<file path="src/fpu_data_pkg.sv">
/* operand and bus widths, operand, bus word and bus select types,
   parity bit position */
package fpu_data_pkg;

  // one operand holds two single-precision slots
  localparam int DATA_W = 68;
  localparam int HALF_W = 34;

  // bus word is the data with the parity bit on top
  localparam int BUS_W = DATA_W + 1;

  // bit 68 is the xor of bits 67..0, so a good word xors to zero
  localparam int PAR_BIT = DATA_W;

  // result buses seen by the forwarders
  localparam int NUM_BUS = 4;

  // operand or result value without parity
  typedef logic [DATA_W-1:0] fp_data_t;

  // parity-protected word as carried on a result bus
  typedef logic [BUS_W-1:0] bus_word_t;

  // one-hot bus select, zero means no bus
  typedef logic [NUM_BUS-1:0] bus_sel_t;

endpackage

</file>
<file path="src/fpu_op_pkg.sv">
/* opcode type and values, operation class and function enums,
   retire code layout and exception enable mask */
package fpu_op_pkg;

  typedef logic [7:0] op_t;

  // logic group, low two bits give the function
  localparam op_t OP_LOGIC = 8'h20;

  // half-word permutes
  localparam op_t OP_PERM_COPYA = 8'h30;
  localparam op_t OP_PERM_SWAP  = 8'h31;
  localparam op_t OP_PERM_DUP   = 8'h32;
  localparam op_t OP_PERM_MERGE = 8'h33;

  typedef enum logic [1:0] {
    CLS_LOGIC,
    CLS_PERM,
    CLS_BAD
  } op_class_e;

  // order matches the low opcode bits of the logic group
  typedef enum logic [1:0] {
    FN_AND,
    FN_OR,
    FN_XOR,
    FN_ANDN
  } logic_fn_e;

  typedef enum logic [1:0] {
    PERM_COPYA,
    PERM_SWAP,
    PERM_DUP,
    PERM_MERGE
  } perm_fn_e;

  // raw flags, then the masked exception bit above them
  localparam int NUM_FLAGS  = 3;
  localparam int RET_PAR_A  = 0;
  localparam int RET_PAR_B  = 1;
  localparam int RET_BAD_OP = 2;
  localparam int RET_EXCPT  = 3;

  typedef logic [NUM_FLAGS:0]   ret_code_t;
  typedef logic [NUM_FLAGS-1:0] csr_en_t;

endpackage

</file>
<file path="src/fpu_exec.sv">
/* logic and half-word permute datapath, class select and registered
   raw flags */
`timescale 1ns/1ns

module fpu_exec
  import fpu_data_pkg::*;
  import fpu_op_pkg::*;
(
  input  logic                 clk,
  input  logic                 rst,
  input  logic                 valid_in,
  input  op_class_e            op_class,
  input  logic_fn_e            logic_fn,
  input  perm_fn_e             perm_fn,
  input  fp_data_t             a,
  input  fp_data_t             b,
  input  logic                 par_err_a,
  input  logic                 par_err_b,
  output logic                 valid,
  output fp_data_t             data,
  output logic [NUM_FLAGS-1:0] flags
);

  fp_data_t logic_res;
  fp_data_t perm_res;
  fp_data_t data_d;
  logic [NUM_FLAGS-1:0] flags_d;

  always_comb begin
    case (logic_fn)
      FN_AND:  logic_res = a & b;
      FN_OR:   logic_res = a | b;
      FN_XOR:  logic_res = a ^ b;
      default: logic_res = a & ~b;
    endcase
  end

  // halves are the two single-precision slots
  always_comb begin
    case (perm_fn)
      PERM_COPYA: perm_res = a;
      PERM_SWAP:  perm_res = {a[HALF_W-1:0], a[DATA_W-1:HALF_W]};
      PERM_DUP:   perm_res = {b[HALF_W-1:0], b[HALF_W-1:0]};
      default:    perm_res = {a[DATA_W-1:HALF_W], b[HALF_W-1:0]};
    endcase
  end

  always_comb begin
    case (op_class)
      CLS_LOGIC: data_d = logic_res;
      CLS_PERM:  data_d = perm_res;
      default:   data_d = '0;
    endcase
  end

  always_comb begin
    flags_d             = '0;
    flags_d[RET_PAR_A]  = par_err_a;
    flags_d[RET_PAR_B]  = par_err_b;
    flags_d[RET_BAD_OP] = (op_class == CLS_BAD);
  end

  always_ff @(posedge clk) begin
    if (rst) begin
      valid <= 1'b0;
    end else begin
      valid <= valid_in;
    end
  end

  always_ff @(posedge clk) begin
    data  <= data_d;
    flags <= flags_d;
  end

endmodule

</file>
<file path="src/fpu_lane.sv">
/* execution lane top with operand forwarders, decoder, datapath
   and retire stage */
`timescale 1ns/1ns

module fpu_lane
  import fpu_data_pkg::*;
  import fpu_op_pkg::*;
(
  input  logic      clk,
  input  logic      rst,
  input  logic      en,
  input  op_t       op,
  input  bus_word_t a,
  input  bus_word_t b,
  input  bus_word_t fwd_bus [NUM_BUS],
  input  bus_sel_t  fwd_sel_a,
  input  bus_sel_t  prev_sel_a,
  input  bus_sel_t  fwd_sel_b,
  input  bus_sel_t  prev_sel_b,
  input  csr_en_t   csr_en,
  output logic      result_valid,
  output bus_word_t result,
  output logic      ret_valid,
  output ret_code_t ret_code
);

  // stage 1
  fp_data_t  opnd_a;
  fp_data_t  opnd_b;
  logic      par_err_a;
  logic      par_err_b;
  logic      dec_valid;
  op_class_e dec_class;
  logic_fn_e dec_logic_fn;
  perm_fn_e  dec_perm_fn;

  // stage 2
  logic                 ex_valid;
  fp_data_t             ex_data;
  logic [NUM_FLAGS-1:0] ex_flags;

  operand_forward fwd_a (
    .clk      (clk),
    .rst      (rst),
    .direct   (a),
    .fwd_bus  (fwd_bus),
    .fwd_sel  (fwd_sel_a),
    .prev_sel (prev_sel_a),
    .operand  (opnd_a),
    .par_err  (par_err_a)
  );

  operand_forward fwd_b (
    .clk      (clk),
    .rst      (rst),
    .direct   (b),
    .fwd_bus  (fwd_bus),
    .fwd_sel  (fwd_sel_b),
    .prev_sel (prev_sel_b),
    .operand  (opnd_b),
    .par_err  (par_err_b)
  );

  fpu_op_decode dec0 (
    .clk      (clk),
    .rst      (rst),
    .en       (en),
    .op       (op),
    .valid    (dec_valid),
    .op_class (dec_class),
    .logic_fn (dec_logic_fn),
    .perm_fn  (dec_perm_fn)
  );

  fpu_exec exec0 (
    .clk       (clk),
    .rst       (rst),
    .valid_in  (dec_valid),
    .op_class  (dec_class),
    .logic_fn  (dec_logic_fn),
    .perm_fn   (dec_perm_fn),
    .a         (opnd_a),
    .b         (opnd_b),
    .par_err_a (par_err_a),
    .par_err_b (par_err_b),
    .valid     (ex_valid),
    .data      (ex_data),
    .flags     (ex_flags)
  );

  fpu_retire ret0 (
    .clk          (clk),
    .rst          (rst),
    .valid_in     (ex_valid),
    .data         (ex_data),
    .flags        (ex_flags),
    .csr_en       (csr_en),
    .result_valid (result_valid),
    .result       (result),
    .ret_valid    (ret_valid),
    .ret_code     (ret_code)
  );

endmodule

</file>
<file path="src/fpu_op_decode.sv">
/* opcode decode into operation class and function, registered with
   the enable strobe */
`timescale 1ns/1ns

module fpu_op_decode
  import fpu_data_pkg::*;
  import fpu_op_pkg::*;
(
  input  logic      clk,
  input  logic      rst,
  input  logic      en,
  input  op_t       op,
  output logic      valid,
  output op_class_e op_class,
  output logic_fn_e logic_fn,
  output perm_fn_e  perm_fn
);

  op_class_e cls_d;
  logic_fn_e lfn_d;
  perm_fn_e  pfn_d;

  always_comb begin
    cls_d = CLS_BAD;
    lfn_d = logic_fn_e'(op[1:0]);
    pfn_d = PERM_COPYA;
    if ({op[7:2], 2'b00} == OP_LOGIC) begin
      cls_d = CLS_LOGIC;
    end else begin
      case (op)
        OP_PERM_COPYA: begin
          cls_d = CLS_PERM;
          pfn_d = PERM_COPYA;
        end
        OP_PERM_SWAP: begin
          cls_d = CLS_PERM;
          pfn_d = PERM_SWAP;
        end
        OP_PERM_DUP: begin
          cls_d = CLS_PERM;
          pfn_d = PERM_DUP;
        end
        OP_PERM_MERGE: begin
          cls_d = CLS_PERM;
          pfn_d = PERM_MERGE;
        end
        default: cls_d = CLS_BAD;
      endcase
    end
  end

  // fields only load with en so they stay known between operations
  always_ff @(posedge clk) begin
    if (rst) begin
      valid    <= 1'b0;
      op_class <= CLS_BAD;
      logic_fn <= FN_AND;
      perm_fn  <= PERM_COPYA;
    end else begin
      valid <= en;
      if (en) begin
        op_class <= cls_d;
        logic_fn <= lfn_d;
        perm_fn  <= pfn_d;
      end
    end
  end

  a_class_known: assert property (@(posedge clk) disable iff (rst)
    valid |-> !$isunknown(op_class))
    else $error("fpu_op_decode: unknown op_class with valid high");

endmodule

</file>
<file path="src/fpu_retire.sv">
/* result bus word with parity and retire code with masked
   exception bit */
`timescale 1ns/1ns

module fpu_retire
  import fpu_data_pkg::*;
  import fpu_op_pkg::*;
(
  input  logic                 clk,
  input  logic                 rst,
  input  logic                 valid_in,
  input  fp_data_t             data,
  input  logic [NUM_FLAGS-1:0] flags,
  input  csr_en_t              csr_en,
  output logic                 result_valid,
  output bus_word_t            result,
  output logic                 ret_valid,
  output ret_code_t            ret_code
);

  fp_data_t  data_z;
  bus_word_t word_d;
  ret_code_t code_d;

  // any raw flag kills the data, parity is rebuilt either way
  always_comb begin
    data_z                 = (|flags) ? '0 : data;
    word_d                 = '0;
    word_d[DATA_W-1:0]     = data_z;
    word_d[PAR_BIT]        = ^data_z;
    code_d                 = '0;
    code_d[NUM_FLAGS-1:0]  = flags;
    code_d[RET_EXCPT]      = |(flags & csr_en);
  end

  always_ff @(posedge clk) begin
    if (rst) begin
      result_valid <= 1'b0;
      ret_valid    <= 1'b0;
      result       <= '0;
      ret_code     <= '0;
    end else begin
      result_valid <= valid_in;
      ret_valid    <= valid_in;
      // idle cycles drive a zero word
      result   <= valid_in ? word_d : '0;
      ret_code <= valid_in ? code_d : '0;
    end
  end

  a_result_parity: assert property (@(posedge clk) disable iff (rst)
    result_valid |-> (^result == 1'b0))
    else $error("fpu_retire: result word has odd parity");

endmodule

</file>
<file path="src/operand_forward.sv">
/* operand source select among direct input, bus and previous-cycle bus,
   with registered parity check */
`timescale 1ns/1ns

module operand_forward
  import fpu_data_pkg::*;
(
  input  logic      clk,
  input  logic      rst,
  input  bus_word_t direct,
  input  bus_word_t fwd_bus [NUM_BUS],
  input  bus_sel_t  fwd_sel,
  input  bus_sel_t  prev_sel,
  output fp_data_t  operand,
  output logic      par_err
);

  bus_word_t prev_bus [NUM_BUS];
  bus_word_t chosen;

  // what every bus carried one cycle ago
  always_ff @(posedge clk) begin
    if (rst) begin
      for (int i = 0; i < NUM_BUS; i++) begin
        prev_bus[i] <= '0;
      end
    end else begin
      for (int i = 0; i < NUM_BUS; i++) begin
        prev_bus[i] <= fwd_bus[i];
      end
    end
  end

  // current bus beats previous bus beats direct input
  always_comb begin
    chosen = direct;
    for (int i = 0; i < NUM_BUS; i++) begin
      if (prev_sel[i]) begin
        chosen = prev_bus[i];
      end
    end
    for (int i = 0; i < NUM_BUS; i++) begin
      if (fwd_sel[i]) begin
        chosen = fwd_bus[i];
      end
    end
  end

  // odd overall xor means a flipped bit somewhere in the word
  always_ff @(posedge clk) begin
    operand <= chosen[DATA_W-1:0];
    par_err <= ^chosen;
  end

  a_one_source: assert property (@(posedge clk) disable iff (rst)
    $onehot0({fwd_sel, prev_sel}))
    else $error("operand_forward: more than one forwarding select set");

endmodule

</file>
<file path="config.mk">
export PLATFORM = sky130hd
export DESIGN_NAME = fpu_lane
export DESIGN_NICKNAME = d
export VERILOG_FILES = /design/src/fpu_data_pkg.sv /design/src/fpu_op_pkg.sv /design/src/fpu_exec.sv /design/src/fpu_lane.sv /design/src/fpu_op_decode.sv /design/src/fpu_retire.sv /design/src/operand_forward.sv
export SDC_FILE = /design/constraint.sdc
export NUM_CORES = 2
export LEC_CHECK = 0
export ABC_CLOCK_PERIOD_IN_PS = 9300
export BUFFER_PORTS_ARGS = -buffer_cell sky130_fd_sc_hd__buf_2
export CAP_MARGIN = 20
export CELL_PAD_IN_SITES_DETAIL_PLACEMENT = 1
export CELL_PAD_IN_SITES_GLOBAL_PLACEMENT = 1
export CORE_AREA = 5 5 333 335
export CTS_CLUSTER_SIZE = 24
export DETAILED_ROUTE_END_ITERATION = 8
export DIE_AREA = 0 0 338 340
export HOLD_SLACK_MARGIN = 0.03
export PLACE_DENSITY = 0.66
export SYNTH_ARGS = -nofsm -noshare
export SYNTH_HDL_FRONTEND = slang
export SYNTH_SLANG_ARGS = --single-unit
</file>
<file path="constraint.sdc">
create_clock -name clk -period 9.3 [get_ports clk]
set_input_delay 0.93 -clock clk [delete_from_list [all_inputs] [get_ports clk]]
set_output_delay 0.93 -clock clk [all_outputs]
set_load 0.005 [all_outputs]
</file>
==> flow_metrics.tcl <==
set metrics [dict create \
    yosysTopAreaCellShare_pct 35.4 \
    yosysWarnings 0 \
    start_util_pct 29.8 \
    dr_total_vias 32100 \
    io_pins 519 \
    tightestPinTransition_ns 1.24 \
    synth.most_common_cell "dfxtp_1" \
    antenna_found_initial 44 \
    synthDistinctLibCells 81 \
    leakage_nw 15.7 \
    crit_type "in2reg" \
    ctsHtreeMaxLevel 3 \
    core_area_mm2 0.108 \
    cp-start-kind "input pin" \
    drc 0 \
    netlist_top_cells_area "dfxtp_1 (35%), nor2b_1 (5.8%), a21oi_1 (5.3%), o21ai_0 (5.2%), xnor2_1 (3.7%)" \
    portBuffers 518 \
    viasPerCell 5.67 \
    worstPathRequired_ns 9.84 \
    power_density_mw_per_mm2 194 \
    cp-end-kind "flop" \
    path_clk_slew_ns 0.06 \
    cts_setup_buffers 0 \
    wire_per_inst_um 29.2 \
    hp-class "reg2reg" \
    synth_top_family_by_area "compound AO/OA/AOI/OAI gates" \
    netlist_area_mm2 0.0321 \
    clkLatencyLatePin_ns 0.66 \
    cts_buffers 72 \
    grt_pass1_wl_um 233000 \
    syn_area_per_cell_um2 8.35 \
    synth-compound-area-share_pct 25.1 \
    rsz0062_at_grt "false" \
    synthTopCellsByCount "dfxtp_1 (567), a21oi_1 (340), o21ai_0 (336)" \
    grtUsageTotal_pct 27.6 \
    synthAdderAreaFrac_pct 2.77 \
    ctsResizeCount 0 \
    detail-route-antenna-nets 0 \
    finalSetupTns_ns 0 \
    gp_congestion 0.932 \
    synth_fp_nets 4356 \
    async_flop_share_pct 0 \
    synth_edf_count 0 \
    synth_xor_area_share_pct 7.84 \
    fill_cells 12900 \
    synthMuxAreaShare_pct 5.23 \
    max_freq_mhz 207 \
    syn_inst 3841 \
    fin_crit_ns 4.83 \
    synthSimpleGateAreaFrac_pct 16.3 \
    grt_pass1_vias 31900 \
    row_count 121 \
    critical_path_arrival_ns 5.37 \
    die_h_um 340 \
    cts_tree "yes" \
    fin_total_pwr_mw 7.38 \
    synth_ff_type "dfxtp_1" \
    seq_area_mm2 0.0114 \
    max-cap-violations 0 \
    dieArea_mm2 0.115 \
    synth_seq_cells 567 \
    relSlewSlack_pct 17.2 \
    layout.nets 4680 \
    syn_to_final_growth_pct 18.5 \
    cts-root-buf "clkbuf_16" \
    clock_path_buffers 3 \
    ir_worst_vdd_uv 120 \
    finalSetupViolCount 0 \
    hold_viol 0 \
    ys_seq_area_share_pct 35.4 \
    status "finished, final reports clean" \
    path_max_fanout 22 \
    clock_skew_ns 0.0389 \
    fin_crit_sh_pct 51.9 \
    grt_max_degree 102 \
    drtIter0Drc 3542 \
    multi_input_area_mm2 0.0184 \
    cts.sinks 567 \
    dr.pass1.iters 6 \
    slew_violations 0 \
    grt_overflow 0 \
    r2r_setup_slack_ns 5.68 \
    post-synth-top-area-cell "dfxtp_1" \
    drive_gt1_share_pct 19.2 \
    hold_buffers 0 \
    hpwl_um 122000 \
    wirelength_um 165000 \
    die_w_um 338 \
]
[per-layer routing]
metal  track usage [%]  share of wire (%)  vias to the layer above
met2              41.5                 43                     1800
met3              7.36                 10                      357
met4              11.1                4.9                        6
met1              37.5                 42                    15700
li1                  -                  -                    14200
met5                 0              0.022                        -
[cell families (layout without fill, tap and decap cells)]
group           after synthesis  after routing
buf+inv                     545            923
flops                       567            567
simple gates                988            988
fa+ha+maj                    71             71
compound gates             1262           1262
other cells                   0             24
xor+xnor                    248            248
mux                         160            160
[worst paths after layout]
path | start | to | depth (start not counted)
min reg2reg | dec0.valid | exec0.valid | 1
max reg2reg | fwd_a.prev_bus[0][24] | fwd_a.par_err | 10
min | dec0.valid | exec0.valid | 1
max | prev_sel_b[1] | fwd_b.par_err | 11
[critical path, cell delays in order]
cell and delay (ns):
buf_2 0.46, buf_4 0.43, or3_1 0.92, o22ai_1 0.18
o31ai_2 0.43, xnor2_1 0.14, xnor2_1 0.43, xnor3_1 0.48
xnor3_1 0.39, xnor3_1 0.36, xnor3_1 0.18
[power breakdown]
group	total (mW)	switching [mW]	internal (mW)
sequential	2.72	0.145	2.57
clock	2.99	1.20	1.79
combinational	1.68	0.954	0.721
total	7.38	2.30	5.08
[stage by stage]
step                std cells  utilization [%]  area (µm²)  hold slack, ns  setup slack (ns)
global route             5638             35.2       38000           0.480              4.45
floorplan                3841                -       32100           0.310              5.70
finish                   5657             35.3       38000           0.477              4.47
CTS                      5633             35.2       38000           0.475              4.61
detailed placement       5505             32.9       35400           0.467              3.91
global placement         5502             32.9       35400           0.461              3.91
[final cells by class]
| class | instances | area share (%) |
|---|---|---|
| Clock inverter | 30 | 0.991 |
| Sequential cell | 567 | 29.9 |
| Antenna cell | 24 | 0.158 |
| Timing Repair Buffer | 584 | 8.27 |
| Multi-Input combinational cell | 2729 | 48.3 |
| Tap cell | 1414 | 4.65 |
| Clock buffer | 98 | 5.63 |
| Inverter | 211 | 2.08 |
[flip-flops by register name, indices dropped and copies added (netlist names), 3 cells and up]
signal and cells:
fwd_b.prev_bus 138, ret0.result 69, exec0.data 68, fwd_a.operand 68
fwd_b.operand 68, ret0.ret_code 4, fwd_a.prev_bus 138, exec0.flags 3
[placed cells by master, fill, tap and decap left out, types with 18 or more instances in the layout]
master and count:
buf_4 73, buf_2 508, a211oi_1 99, a21oi_1 340
mux2_2 52, o31ai_1 18, ha_1 69, o21a_1 23
a221oi_1 96, inv_1 202, o22ai_1 69, nand2b_1 68
nor2b_1 296, xnor3_1 21, and2_1 74, a22oi_1 39
clkbuf_8 20, and3_1 34, o221ai_1 23, o21ai_0 336
clkbuf_16 74, dfxtp_1 564, mux2i_1 101, xor2_1 89
nor3_1 80, xnor2_1 134, diode_2 24, nand2_1 263
o21ai_1 23, o211ai_1 71, nor2_1 116
Power figures use the tool's default switching activity.
